**config.mk**
```make
export PLATFORM = sky130hd
export DESIGN_NAME = bus_front_flat
export DESIGN_NICKNAME = d
export VERILOG_FILES = /design/src/source/z80_io_pkg.sv /design/src/source/bus_access_if.sv /design/src/source/bus_front.sv /design/src/flat_wrapper.sv
export VERILOG_INCLUDE_DIRS = /design/src /design/src/include
export SDC_FILE = /design/constraint.sdc
export NUM_CORES = 1
export LEC_CHECK = 0
export ABC_AREA = 1
export BUFFER_PORTS_ARGS = -buffer_cell sky130_fd_sc_hd__buf_4
export CORE_MARGIN = 3
export CORE_UTILIZATION = 36
export CTS_CLUSTER_DIAMETER = 60
export DETAILED_ROUTE_END_ITERATION = 16
export GPL_TIMING_DRIVEN = 0
export PLACE_DENSITY = 0.81
export SYNTH_ARGS = -nofsm -noshare
export SYNTH_HDL_FRONTEND = slang
export SYNTH_SLANG_ARGS = --single-unit
export TNS_END_PERCENT = 5
```
**constraint.sdc**
```tcl
create_clock -name sysclk -period 2 [get_ports sysclk]
set_input_delay 0.3 -clock sysclk [delete_from_list [all_inputs] [get_ports sysclk]]
set_output_delay 0.3 -clock sysclk [all_outputs]
set_load 0.1 [all_outputs]
```
**src/include/z80_io_cfg.svh**
```systemverilog
`ifndef Z80_IO_CFG_SVH
`define Z80_IO_CFG_SVH

// I/O port map
`define Z80_PORT_ESPCTRL  8'hF4     // ESP control / status
`define Z80_PORT_ESPDATA  8'hF5     // ESP transmit / receive data
`define Z80_PORT_CASSETTE 8'hFC
`define Z80_PORT_CPM      8'hFD     // CP/M remap, write only
`define Z80_PORT_PRINTER  8'hFE
`define Z80_PORT_SCRAMBLE 8'hFF     // Write only

// Memory window of the system RAM, A[15:11]
`define Z80_RAM_REGION 5'b00111     // $3800-$3FFF

// ESP serial port
`define ESP_BIT_CYCLES 8            // sysclk cycles per bit
`define ESP_BREAK_BITS 12           // Bit times of a sent break

`endif

```
**src/source/z80_io_pkg.sv**
```systemverilog
package z80_io_pkg;

    // Memory request view, A[15:11] picks a 2 KB region
    typedef struct packed {
        logic [4:0]  region;
        logic [10:0] offset;
    } mem_view_t;

    // I/O request view, only the low byte is the port
    typedef struct packed {
        logic [7:0] high;
        logic [7:0] port;
    } io_view_t;

    // One address word, read through whichever view the request calls for
    typedef union packed {
        mem_view_t mem;
        io_view_t  io;
    } bus_addr_t;

    // Read word of the ESP control/status port
    typedef struct packed {
        logic [2:0] zero;
        logic       overflow;       // Sticky
        logic       framing;        // Sticky
        logic       brk;            // Sticky
        logic       tx_busy;
        logic       rx_not_empty;
    } esp_status_t;

endpackage

```
**src/source/bus_access_if.sv**
```systemverilog
`timescale 1ns/1ps

// One decoded CPU access, front end to the processing blocks
interface bus_access_if;

    z80_io_pkg::bus_addr_t addr;
    logic [7:0]            wrdata;
    logic                  wr_stb;      // One cycle per write cycle
    logic                  rd_stb;      // One cycle per read cycle
    logic                  sel_ram;
    logic                  sel_port;    // I/O request on one of our ports

    modport front (
        output addr,
        output wrdata,
        output wr_stb,
        output rd_stb,
        output sel_ram,
        output sel_port
    );

    modport proc (
        input addr,
        input wrdata,
        input wr_stb,
        input rd_stb,
        input sel_ram,
        input sel_port
    );

endinterface

```
**src/source/bus_front.sv**
```systemverilog
`timescale 1ns/1ps
`include "z80_io_cfg.svh"

module bus_front (
    input  logic        sysclk,
    input  logic        reset,
    input  logic [15:0] bus_a,
    input  logic [7:0]  bus_d_in,
    input  logic        bus_rd_n,
    input  logic        bus_wr_n,
    input  logic        bus_mreq_n,
    input  logic        bus_iorq_n,
    output logic [7:0]  bus_d_out,
    output logic        bus_d_oe,
    bus_access_if.front acc,
    input  logic [7:0]  ram_rddata,
    input  logic [7:0]  port_rddata
);

    logic [2:0]            wr_n_r;
    logic [2:0]            rd_n_r;
    logic [7:0]            wrdata_r;
    z80_io_pkg::bus_addr_t addr;
    logic                  sel_ram;
    logic                  sel_port;

    ////////////////////////////////////////////////////////////////////
    // Strobe synchronizers
    ////////////////////////////////////////////////////////////////////
    always_ff @(posedge sysclk or posedge reset) begin
        if (reset) begin
            wr_n_r <= 3'b111;           // Bus idle
            rd_n_r <= 3'b111;
        end else begin
            wr_n_r <= {wr_n_r[1:0], bus_wr_n};
            rd_n_r <= {rd_n_r[1:0], bus_rd_n};
        end
    end

    // Falling edge seen in the last two stages
    assign acc.wr_stb = wr_n_r[2] & ~wr_n_r[1];
    assign acc.rd_stb = rd_n_r[2] & ~rd_n_r[1];

    // Data is stable long before the strobe pulse
    always_ff @(posedge sysclk) begin
        if (!bus_wr_n)
            wrdata_r <= bus_d_in;
    end

    assign acc.wrdata = wrdata_r;

    ////////////////////////////////////////////////////////////////////
    // Address decode
    ////////////////////////////////////////////////////////////////////
    assign addr     = bus_a;
    assign sel_ram  = !bus_mreq_n && addr.mem.region == `Z80_RAM_REGION;
    assign sel_port = !bus_iorq_n && (addr.io.port inside {
                          `Z80_PORT_ESPCTRL, `Z80_PORT_ESPDATA,
                          `Z80_PORT_CASSETTE, `Z80_PORT_CPM,
                          `Z80_PORT_PRINTER, `Z80_PORT_SCRAMBLE});

    assign acc.addr     = addr;
    assign acc.sel_ram  = sel_ram;
    assign acc.sel_port = sel_port;

    // Read data back to the CPU
    always_comb begin
        if (sel_ram)
            bus_d_out = ram_rddata;     // Registered, settles after one cycle
        else if (sel_port)
            bus_d_out = port_rddata;
        else
            bus_d_out = 8'h00;
    end

    // Only drive the bus for our own selects
    assign bus_d_oe = !bus_rd_n && (sel_ram || sel_port);

endmodule

```
**src/flat_wrapper.sv**
```systemverilog
// flat-port wrapper written by rule: the top's interface ports become plain ports
module bus_front_flat 
  (sysclk, reset, bus_a, bus_d_in, bus_rd_n, bus_wr_n, bus_mreq_n, bus_iorq_n, bus_d_out, bus_d_oe, ram_rddata, port_rddata, acc_addr, acc_wrdata, acc_wr_stb, acc_rd_stb, acc_sel_ram, acc_sel_port);
  bus_access_if acc_i ();
  input  logic sysclk;
  input  logic reset;
  input  logic [15:0] bus_a;
  input  logic [7:0] bus_d_in;
  input  logic bus_rd_n;
  input  logic bus_wr_n;
  input  logic bus_mreq_n;
  input  logic bus_iorq_n;
  output logic [7:0] bus_d_out;
  output logic bus_d_oe;
  input  logic [7:0] ram_rddata;
  input  logic [7:0] port_rddata;
  output wire logic [$bits(acc_i.addr)-1:0] acc_addr;
  output wire logic [$bits(acc_i.wrdata)-1:0] acc_wrdata;
  output wire logic [$bits(acc_i.wr_stb)-1:0] acc_wr_stb;
  output wire logic [$bits(acc_i.rd_stb)-1:0] acc_rd_stb;
  output wire logic [$bits(acc_i.sel_ram)-1:0] acc_sel_ram;
  output wire logic [$bits(acc_i.sel_port)-1:0] acc_sel_port;
  assign acc_addr = acc_i.addr;
  assign acc_wrdata = acc_i.wrdata;
  assign acc_wr_stb = acc_i.wr_stb;
  assign acc_rd_stb = acc_i.rd_stb;
  assign acc_sel_ram = acc_i.sel_ram;
  assign acc_sel_port = acc_i.sel_port;
  bus_front u_core (.sysclk(sysclk), .reset(reset), .bus_a(bus_a), .bus_d_in(bus_d_in), .bus_rd_n(bus_rd_n), .bus_wr_n(bus_wr_n), .bus_mreq_n(bus_mreq_n), .bus_iorq_n(bus_iorq_n), .bus_d_out(bus_d_out), .bus_d_oe(bus_d_oe), .acc(acc_i), .ram_rddata(ram_rddata), .port_rddata(port_rddata));
endmodule
```
# == Word level (Yosys, flattened, before mapping) ==
# Cells that the tools add are included.
# classes
mux,2
n_reduce_logical,8
bitwise_logic,4
n_eq_ne,7
# op_table
cell,n
$eq 8x8->1 const B,6
$mux 8,2
$reduce_bool 6->1,1
$eq 5x3->1 const B,1
$logic_and 1x1->1,3
$logic_not 1->1,3
$and 1x1->1,2
$not 1->1,2
$logic_or 1x1->1,1
# totals
reg_bits,14
out_inout_bits,37
wordCells,24

# == Logic depth before layout (Yosys ltp) ==
# Gate-level depths: netlist (run 1).
# logic_depth
depth_word,5
ltp_mapped,6
ltp_nobuf,6

# == Least setup slack after synthesis (run 1) ==
# OpenSTA, ideal clock, no wires.
# synth_timing
path_type,input-to-output
start,input bus_a[15]
end,output bus_d_oe
required_ns,1.700
arrival_time_ns,2.074
n_path_buf,0
path_slack_ns,-0.374
stages,3
path_cell_list,nor2_2 nand3_4 a21oi_1
# synth_between
elab_chain_len,4
# synth_lines
item,line_no,text
start: declaration,flat_wrapper.sv:7,input logic [15:0] bus_a;
$eq 5x3->1 (no source line),n/a,
$logic_and 1x1->1 (no source line),n/a,
$logic_or 1x1->1,bus_front.sv:77,assign bus_d_oe = !bus_rd_n && (sel_ram || sel_port);
$logic_and 1x1->1,bus_front.sv:77,
end: declaration,flat_wrapper.sv:14,output logic bus_d_oe;
# Every way passes these cells.

# == Final worst setup path (run 1) ==
# layout_timing
start,input bus_a[15]
end,output bus_d_out[4]
# layout_between
elab_chain_len,3
# layout_lines
item,line_no,text
$eq 5x3->1 (no source line),n/a,
$logic_and 1x1->1 (no source line),n/a,
$mux 8,bus_front.sv:68,if (sel_ram)
end: declaration,flat_wrapper.sv:13,output logic [7:0] bus_d_out;
# Every way passes these cells.

==> results.sh, run 1 <==
export IMPL_status="finished, final reports clean"
export IMPL_cap_violations=0
export IMPL_gp_congestion=0.675
export IMPL_synth_common_cells="nand2_1, buf_4, inv_1, edfxtp_1, nand3_1"
export IMPL_drc=0
export IMPL_synth_nets=130
export IMPL_vias=789
export IMPL_setup_worst_path_end_class="primary output"
export IMPL_pwr_share_comb_pct=46.5
export IMPL_ys_flop_type="edfxtp_1"
export IMPL_synthesis_area_um2=781
export IMPL_hp_start="bus_wr_n"
export IMPL_grt_util_all_layers_pct=14.0
export IMPL_syn_area_per_cell_um2=9.29
export IMPL_synth_top_area_share_pct=30.8
export IMPL_grt_max_degree=11
export IMPL_post_dp_hpwl_um=1750
export IMPL_dr_first_iter_drc_count=11
export IMPL_cp_arrival_ns=1.29
export IMPL_critPathRequiredTime_ns=1.70
export IMPL_p_per_area_nw_per_um2=633
export IMPL_synth_area_leaders="edfxtp_1, dfstp_2, buf_4"
export IMPL_grt_pass1_vias=788
export IMPL_insertion_delay_ns=0.26
export IMPL_htree_levels=1
export IMPL_p_total_mw=0.905
export IMPL_core_area_um2=2000
export IMPL_crit_start="bus_a[15]"
export IMPL_root_buffer="clkbuf_4"
export IMPL_synth_edf_count=8
export IMPL_std_cell_rows=16
export IMPL_post_synth_top_area_cell="edfxtp_1"
export IMPL_finalHoldViolations=0
export IMPL_p_int_mw=0.527
export IMPL_yosysWarningCount=0
export IMPL_ys_types=14
export IMPL_drv_slew=0
export IMPL_synth_seq_cells=14
export IMPL_worst_pin_slew_ns=0.283
export IMPL_netlist_instances=84
export IMPL_nets=213
export IMPL_routed_wirelength_um=1940
export IMPL_die_h_um=52.6
export IMPL_cp_start_kind="input pin"
export IMPL_grt_pass1_wl_um=2970
export IMPL_vias_per_cell=4.09
export IMPL_max_slew_margin_rel_pct=81.3
export IMPL_post_cts_setup_buffers=0
export IMPL_p_leak_nw=0.816
export IMPL_syn_to_final_growth_pct=83.2
export IMPL_ioPinCount=83
export IMPL_cts_hold_buf=0
export IMPL_r2r_start="u_core.wr_n_r[1]$_DFF_PP1_"
export IMPL_fin_skew_ns=0.000232
export IMPL_min_path_type="input pin to flip-flop"
export IMPL_vdd_drop_max_uv=425
export IMPL_cts_tree="yes"
export IMPL_dieArea_um2=2760
export IMPL_grt_overflow_total=0
export IMPL_fill_cells=165
export IMPL_tns_ns=0
export IMPL_post_route_period_util_pct=79.4
export IMPL_synth_async_sr_flop_share_pct=42.9
export IMPL_diodes=0
export IMPL_swShare_pct=41.8
export IMPL_antenna_left=0
export IMPL_rsz0062_at_grt="false"
export IMPL_setup_viol=0
export IMPL_clock_sinks=14
export IMPL_drive_gt1_share_pct=67.5
export IMPL_portBuffers=78
export IMPL_critPathKind="input pin to primary output"
export IMPL_yosysMostFrequentCell="nand2_1"
export IMPL_die_x_um=52.6
export IMPL_p_sw_mw=0.378
export IMPL_grt_antenna_before_repair=0
export IMPL_ys_seq_area_share_pct=51.0
export IMPL_seqPwrFrac_pct=37.2
export IMPL_start_util_pct=39.0
export IMPL_wire_per_inst_um=10.0
export IMPL_firstDrtPassIters=4
export IMPL_cts_inserted_buffers=3
export IMPL_cts_path_max_buffers=2
export IMPL_clk_pin_slew_ns=0.07
export IMPL_p_clk_share_pct=16.3
export IMPL_fin_crit_ns=1.59
export IMPL_fmax_ghz=0.630
export IMPL_critPathMaxFanout=10
export IMPL_ctsResizeCount=0
per-layer routing:
metal	share of wire, %	track usage (%)
met4	0	4.26
met2	50	25.6
met3	14	3.99
met5	0	0
met1	36	15.5
cells in the final DEF, fill, tap and decap left out:
cell / netlist / routed
nand3_1: 8 / 8
inv_1: 12 / 12
clkbuf_1: 0 / 1
clkinv_2: 1 / 1
nand2_2: 2 / 2
nand3_4: 1 / 1
a21oi_2: 0 / 1
nor2_4: 1 / 1
nor2_1: 3 / 3
clkbuf_4: 0 / 3
dfstp_2: 6 / 6
buf_4: 16 / 94
edfxtp_1: 8 / 8
nor2_8: 1 / 1
nor2_2: 2 / 2
nand2_1: 22 / 22
power by group through the flow:
stage	sequential [mW]	combinational, mW	clock (mW)
after floorplan	0.437	0.206	0
after global placement	0.342	0.419	0
after detailed placement	0.343	0.423	0
after CTS	0.337	0.423	0.154
after global routing	0.338	0.436	0.167
final	0.337	0.420	0.148
critical path: stages:
cell	delay, ns
buf_4	0.11
nor2_2	0.14
nand3_4	0.16
clkinv_2	0.15
nand2_1	0.07
nand2_1	0.07
buf_4	0.28
path summary, 6_finish.rpt:
check	to	slack [ns]	cells after the start
min reg2reg	u_core.rd_n_r[1]$_DFF_PP1_	0.36	0
max in group asynchronous	u_core.wr_n_r[2]$_DFF_PP1_	1.82	2
min in group asynchronous	u_core.wr_n_r[0]$_DFF_PP1_	0.16	2
max	bus_d_out[4]	0.41	7
min	u_core.wr_n_r[0]$_DFF_PP1_	0.15	1
max reg2reg	u_core.wr_n_r[2]$_DFF_PP1_	1.41	0
flip-flops by register name (all words and copies together) (netlist names):
register           flops
u_core.wr_n_r          3
u_core.rd_n_r          3
u_core.acc.wrdata      8
final cells by class:
class	count	area, um^2	share of cell area, %
Multi-Input combinational cell	41	216	15.1
Inverter	13	50.0	3.50
Tap cell	27	33.8	2.36
Timing Repair Buffer	78	586	40.9
Sequential cell	14	398	27.8
Buffer	16	120	8.40
Clock buffer	4	26.3	1.84
kinds of logic after synthesis:
family                 Yosys count  share of synthesized area [%]
AOI/OAI and AO/OA                1                          0.640
DFF                             14                           51.0
buffers and inverters           29                           21.8
and+or+nand+nor                 40                           26.6
metrics by stage:
step | cell area [um^2] | util, % | cells | setup slack, ns | hold WS (ns)
3_3_place_gp | 1400 | 70.1 | 189 | 0.429 | 0.347
4_1_cts | 1430 | 71.4 | 193 | 0.415 | 0.144
6_report | 1430 | 71.4 | 193 | 0.413 | 0.154
3_5_place_dp | 1400 | 70.1 | 189 | 0.417 | 0.348
2_1_floorplan | 785 | - | 84 | -0.0808 | 0.299
5_1_grt | 1430 | 71.4 | 193 | 0.298 | 0.134
Power figures use the tool's default switching activity.
==> inputs of run 2 (changes only) <==
--- a/config.mk
+++ b/config.mk
@@ -6,14 +6,14 @@
 export SDC_FILE = /design/constraint.sdc
 export NUM_CORES = 1
 export LEC_CHECK = 0
-export ABC_AREA = 1
+export ABC_AREA = 0
 export BUFFER_PORTS_ARGS = -buffer_cell sky130_fd_sc_hd__buf_4
 export CORE_MARGIN = 3
-export CORE_UTILIZATION = 36
+export CORE_UTILIZATION = 34
 export CTS_CLUSTER_DIAMETER = 60
 export DETAILED_ROUTE_END_ITERATION = 16
 export GPL_TIMING_DRIVEN = 0
-export PLACE_DENSITY = 0.81
+export PLACE_DENSITY = 0.77
 export SYNTH_ARGS = -nofsm -noshare
 export SYNTH_HDL_FRONTEND = slang
 export SYNTH_SLANG_ARGS = --single-unit
==> constraint.sdc (replaced) <==
create_clock -name sysclk -period 1.6 [get_ports sysclk]
set_input_delay 0.24 -clock sysclk [delete_from_list [all_inputs] [get_ports sysclk]]
set_output_delay 0.24 -clock sysclk [all_outputs]
set_load 0.1 [all_outputs]
==> run 2 against run 1 <==
Effect of this change:
- register-to-register slack worse by 0.40 ns
- first-iteration DRC count fell by 100%
- sequential power grew 25%
- worst setup slack worse by 0.41 ns
- clock skew about the same
- synthesized cell count is 15% lower
- area after synthesis unchanged
- sequential share of layout area shrank 2.2 points
- clock-buffer cell count stayed put
- global-route usage increased by 1.4 points
- sequential cell count unchanged
- critical path type unchanged
- critical endpoint is now bus_d_out[2]
- largest power group unchanged
- highest routed layer is now met4
==> results.sh, run 2 <==
export IMPL_seq_area_um2=398
export IMPL_insertion_delay_ns=0.27
export IMPL_met2_usage_pct=27.4
export IMPL_cp_arrival_ns=1.36
export IMPL_wire_per_inst_um=12.0
export IMPL_yosysWarningCount=0
export IMPL_grt_busiest_layer="met2"
export IMPL_r2r_start="u_core.rd_n_r[1]$_DFF_PP1_"
export IMPL_syn_to_final_growth_pct=99.0
export IMPL_final_common_cell="buf_4"
export IMPL_dp_slack_ns=-0.0702
export IMPL_synthesis_area_um2=781
export IMPL_dieArea_um2=2910
export IMPL_p_leak_nw=0.798
export IMPL_vias=794
export IMPL_nets=201
export IMPL_min_path_type="input pin to asynchronous set/reset pin"
export IMPL_firstDrtPassIters=1
export IMPL_timing_rr_end="u_core.rd_n_r[2]$_DFF_PP1_"
export IMPL_p_int_mw=0.710
export IMPL_dp_cells=176
export IMPL_p_per_area_nw_per_um2=768
export IMPL_diodes=0
export IMPL_use_met1_pct=16.3
export IMPL_finalHoldViolations=0
export IMPL_fin_skew_ns=0.000258
export IMPL_p_clk_share_pct=19.8
export IMPL_multi_input_area_um2=253
export IMPL_layout_common_cells="buf_4, buf_6, inv_1"
export IMPL_portBuffers=78
export IMPL_crit_start="bus_mreq_n"
export IMPL_pwr_share_comb_pct=44.9
export IMPL_start_util_pct=37.9
export IMPL_dr_first_iter_drc_count=0
export IMPL_status="finished, final reports clean"
export IMPL_grt_pass1_wl_um=3240
export IMPL_netlist_instances=71
export IMPL_grt_pass1_vias=850
export IMPL_fin_crit_ns=1.60
export IMPL_htree_levels=1
export IMPL_cts_path_max_buffers=2
export IMPL_ys_seq_area_share_pct=51.0
export IMPL_worst_pin_slew_ns=0.272
export IMPL_fin_ws_ns=0.00184
export IMPL_yosysMostFrequentCell="buf_4"
export IMPL_fill_cells=147
export IMPL_rrSetupSlack_ns=1.01
export IMPL_root_buffer="clkbuf_4"
export IMPL_critPathKind="input pin to primary output"
export IMPL_instances_no_fill=181
export IMPL_gr_usage_met3_pct=4.43
export IMPL_antenna_left=0
export IMPL_grt_util_all_layers_pct=15.4
export IMPL_routed_wirelength_um=2180
export IMPL_critPathMaxFanout=5
export IMPL_vias_per_cell=4.39
export IMPL_syn_area_per_cell_um2=11.0
export IMPL_max_slew_margin_rel_pct=81.9
export IMPL_core_area_um2=2060
export IMPL_gp_congestion=0.655
export IMPL_synth_seq_cells=14
export IMPL_seqPwrFrac_pct=35.3
export IMPL_synth_async_sr_flop_share_pct=42.9
export IMPL_die_h_um=53.9
export IMPL_std_cell_rows=16
export IMPL_cp_start_kind="input pin"
export IMPL_ioPinCount=83
export IMPL_ff2ff_path_depth=0
export IMPL_drc=0
export IMPL_setup_viol=0
export IMPL_ys_types=16
export IMPL_grt_overflow_total=0
export IMPL_synth_common_cells="buf_4, inv_1, edfxtp_1, mux2i_1, nand4_1"
export IMPL_post_route_period_util_pct=99.9
export IMPL_grt_max_degree=10
export IMPL_synth_top_area_share_pct=30.8
export IMPL_clk_pin_slew_ns=0.07
export IMPL_post_synth_top_area_cell="edfxtp_1"
export IMPL_ys_flop_type="edfxtp_1"
export IMPL_drive_gt1_share_pct=78.6
export IMPL_setup_worst_path_end_class="primary output"
export IMPL_largest_reg_flops=8
export IMPL_cap_violations=0
export IMPL_synth_nets=117
export IMPL_cts_tree="yes"
export IMPL_p_sw_mw=0.483
export IMPL_fmax_ghz=0.626
export IMPL_die_x_um=53.9
export IMPL_drv_slew=0
export IMPL_synth_edf_count=8
export IMPL_clock_sinks=14
export IMPL_p_total_mw=1.19
export IMPL_post_dp_hpwl_um=1790
export IMPL_synth_area_leaders="edfxtp_1, dfstp_2, buf_4"
export IMPL_grt_antenna_before_repair=0
export IMPL_rsz0062_at_grt="true"
export IMPL_vdd_drop_max_uv=600
export IMPL_endpoint="bus_d_out[2]"
export IMPL_swShare_pct=40.5
export IMPL_critPathRequiredTime_ns=1.36
export IMPL_cts_inserted_buffers=3
run 2: changes by cell type after synthesis, sizes merged, moves of 3 or more:
| cell | delta |
|---|---|
| nor2b | +3 |
| buf | +3 |
| mux2i | +8 |
| nand3 | -7 |
| nand4 | +8 |
| nor2 | -7 |
| nand2 | -24 |
run 2: worst max-delay path, cell delays in order:
cell and delay [ns]:
buf_6 0.09, nor4b_4 0.26, nand3_2 0.14, buf_6 0.17, mux2i_2 0.19, buf_6 0.25
run 2: per-layer routing:
layer / wire, um / part of all wire (%) / vias to the layer above
met5: 0 / 0 / -
met4: 26 / 1.2 / 0
met3: 313 / 14 / 2
met2: 1130 / 52 / 56
met1: 710 / 33 / 348
li1: - / - / 388
run 2: kinds of logic (layout without fill, tap and decap cells):
group | count (synthesis) | count (layout) | synth area share [%]
mux | 8 | 8 | 10.3
compound gates | 1 | 1 | 0.640
buf+inv | 32 | 115 | 24.2
simple gates | 16 | 16 | 13.9
flops | 14 | 14 | 51.0
run 2: power groups by stage:
stage / sequential [mW] / combinational [mW] / clock (mW)
floorplan: 0.546 / 0.260 / 0
global route: 0.423 / 0.555 / 0.269
global placement: 0.428 / 0.525 / 0
CTS: 0.421 / 0.536 / 0.247
detailed placement: 0.428 / 0.527 / 0
finish: 0.421 / 0.536 / 0.236
run 2: area by class of cell:
| type | count | area share, % |
|---|---|---|
| repair buffers | 79 | 41.3 |
| flip-flops and latches | 14 | 25.6 |
| multi-input cells | 25 | 16.3 |
| plain buffers | 20 | 9.42 |
| inverters | 12 | 2.90 |
| clock buffers | 4 | 2.33 |
| well taps | 27 | 2.17 |
run 2: timing repair:
| item | 4_1_cts | 5_1_grt |
|---|---|---|
| endpoints found under the setup margin | 9 | 9 |
| cloned | 1 | 0 |
| pin swaps | 2 | 1 |
| buffers inserted | 0 | 0 |
| resized for setup | 16 | 3 |
| hold buffers | 0 | 0 |
run 2: metrics by stage:
| stage | hold WS, ns | util (%) | area, um^2 | setup TNS, ns |
|---|---|---|---|---|
| after CTS | 0.0696 | 74.6 | 1540 | 0 |
| after floorplan | 0.239 | - | 817 | -4.27 |
| after global routing | 0.0556 | 75.4 | 1550 | -0.246 |
| after detailed placement | 0.349 | 69.7 | 1440 | -0.558 |
| after global placement | 0.346 | 69.7 | 1440 | -0.194 |
| final | 0.0794 | 75.4 | 1550 | 0 |
run 2: worst min path at each step:
stage,slack (ns),startpoint,endpoint
after floorplan,0.24,reset,u_core.rd_n_r[0]$_DFF_PP1_
after global placement,0.35,u_core.rd_n_r[0]$_DFF_PP1_,u_core.rd_n_r[1]$_DFF_PP1_
after detailed placement,0.35,u_core.wr_n_r[0]$_DFF_PP1_,u_core.wr_n_r[1]$_DFF_PP1_
after CTS,0.07,bus_wr_n,u_core.wr_n_r[0]$_DFF_PP1_
after global routing,0.06,bus_wr_n,u_core.wr_n_r[0]$_DFF_PP1_
final,0.08,reset,u_core.wr_n_r[0]$_DFF_PP1_
==> inputs of run 3 (changes only) <==
--- a/config.mk
+++ b/config.mk
@@ -13,7 +13,7 @@
 export CTS_CLUSTER_DIAMETER = 60
 export DETAILED_ROUTE_END_ITERATION = 16
 export GPL_TIMING_DRIVEN = 0
-export PLACE_DENSITY = 0.77
+export PLACE_DENSITY = 0.83
 export SYNTH_ARGS = -nofsm -noshare
 export SYNTH_HDL_FRONTEND = slang
 export SYNTH_SLANG_ARGS = --single-unit
==> constraint.sdc (replaced) <==
create_clock -name sysclk -period 1.6 [get_ports sysclk]
set_input_delay 0.32 -clock sysclk [delete_from_list [all_inputs] [get_ports sysclk]]
set_output_delay 0.32 -clock sysclk [all_outputs]
set_load 0.1 [all_outputs]
==> run 3 against run 2 <==
Effect of this change:
- the run now ends with setup timing left
- maximum frequency down 6.3%
- worst setup slack worse by 0.11 ns
- worst hold slack better by 0.096 ns
- clock-buffer cell count unchanged
- clock power down 22%
- sequential share of layout area down 2.3 points
- sequential power about the same
- critical path type unchanged
==> results.sh, run 3 (synthesis gave the netlist of run 2 again) <==
export IMPL_fin_skew_ns=0.000249
export IMPL_clk_pin_slew_ns=0.06
export IMPL_min_path_type="input pin to asynchronous set/reset pin"
export IMPL_root_buffer="clkbuf_4"
export IMPL_critPathRequiredTime_ns=1.28
export IMPL_fin_ws_ns=-0.106
export IMPL_violations="setup timing"
export IMPL_dieArea_um2=2910
export IMPL_grt_pass1_wl_um=3480
export IMPL_setup_worst_path_end_class="primary output"
export IMPL_fill_cells=102
export IMPL_wire_per_inst_um=12.6
export IMPL_diodes=0
export IMPL_cp_start_kind="input pin"
export IMPL_grt_pass1_vias=905
export IMPL_layout_common_cells="buf_4, inv_1, buf_12"
export IMPL_status="complete, but fails checks"
export IMPL_drc=0
export IMPL_p_leak_nw=0.828
export IMPL_cap_violations=0
export IMPL_drv_slew=0
export IMPL_fin_area_um2=1710
export IMPL_post_route_period_util_pct=107
export IMPL_portBuffers=78
export IMPL_tns_ns=-0.793
export IMPL_insertion_delay_ns=0.26
export IMPL_start_util_pct=37.9
export IMPL_vias=800
export IMPL_ioPinCount=83
export IMPL_cts_hold_buf=0
export IMPL_fin_util_pct=82.9
export IMPL_antenna_left=0
export IMPL_die_h_um=53.9
export IMPL_critPathMaxFanout=10
export IMPL_r2r_start="u_core.rd_n_r[1]$_DFF_PP1_"
export IMPL_critPathKind="input pin to primary output"
export IMPL_die_x_um=53.9
export IMPL_fmax_ghz=0.586
export IMPL_rsz0062_at_grt="true"
export IMPL_cts_inserted_buffers=3
export IMPL_grt_antenna_before_repair=0
export IMPL_finalHoldViolations=0
export IMPL_firstDrtPassIters=3
export IMPL_routed_wirelength_um=2260
export IMPL_dr_first_iter_drc_count=3
export IMPL_max_slew_margin_rel_pct=77.2
export IMPL_htree_levels=1
export IMPL_largest_reg_flops=8
export IMPL_clock_sinks=14
export IMPL_grt_overflow_total=0
export IMPL_syn_to_final_growth_pct=119
export IMPL_grt_util_all_layers_pct=16.3
export IMPL_cts_tree="yes"
export IMPL_place_area_um2=1540
export IMPL_dp_cells=176
export IMPL_final_common_cell="buf_4"
export IMPL_cts_path_max_buffers=2
export IMPL_core_area_um2=2060
export IMPL_drive_gt1_share_pct=78.9
export IMPL_gp_congestion=0.700
export IMPL_ctsResizeCount=33
export IMPL_std_cell_rows=16
export IMPL_instances_no_fill=179
export IMPL_worst_pin_slew_ns=0.342
export IMPL_vias_per_cell=4.47
export IMPL_fin_crit_ns=1.71
export IMPL_post_dp_hpwl_um=1910
export IMPL_crit_start="bus_a[15]"
export IMPL_grt_max_degree=11
export IMPL_p_per_area_nw_per_um2=676
export IMPL_cp_arrival_ns=1.39
export IMPL_nets=199
export IMPL_post_cts_setup_buffers=0
export IMPL_setup_viol=9
export IMPL_vdd_drop_max_uv=640
-- run 3: changes by cell type in the layout (fill, tap and decap cells not counted), sizes merged --
cell | previous run | this run
buf | 98 | 96
-- run 3: layout make-up --
cell class	count	area [um^2]	share of cell area (%)
buffer	19	153	8.92
timing repair buffer	78	726	42.4
clock buffer	4	26.3	1.54
sequential	14	398	23.3
inverter	12	45.0	2.63
tap	27	33.8	1.98
multi-input combinational	25	329	19.2
-- run 3: worst max-delay path: stages --
cell and delay [ns]:
buf_6 0.10, nor4b_4 0.26, nand3_2 0.11, buf_12 0.18
mux2i_4 0.20, buf_12 0.20
-- run 3: worst paths after layout --
check / end / slack [ns] / cells past startpoint
max reg2reg: u_core.rd_n_r[2]$_DFF_PP1_ / 1.01 / 0
min reg2reg: u_core.wr_n_r[1]$_DFF_PP1_ / 0.36 / 0
max in group asynchronous: u_core.rd_n_r[2]$_DFF_PP1_ / 1.40 / 2
max: bus_d_out[2] / -0.11 / 6
min: u_core.wr_n_r[2]$_DFF_PP1_ / 0.18 / 2
min in group sysclk: u_core.wr_n_r[0]$_DFF_PP1_ / 0.18 / 1
-- run 3: layer usage --
layer	GRT usage, %	share of wire (%)
met4	5.96	0.49
met3	7.48	16
met1	13.5	26
met2	32.5	57
met5	0	0
-- run 3: power breakdown --
| group | switching (mW) | internal [mW] |
|---|---|---|
| Sequential | 0.00716 | 0.414 |
| Combinational | 0.386 | 0.165 |
| Clock | 0.0868 | 0.0963 |
-- run 3: per-stage QoR --
stage | hold slack, ns | power, mW | setup WS (ns)
floorplan | 0.319 | 0.816 | -0.235
global placement | 0.347 | 0.966 | -0.238
detailed placement | 0.351 | 0.971 | -0.289
CTS | 0.161 | 1.17 | -0.114
global route | 0.151 | 1.21 | -0.159
finish | 0.175 | 1.16 | -0.106
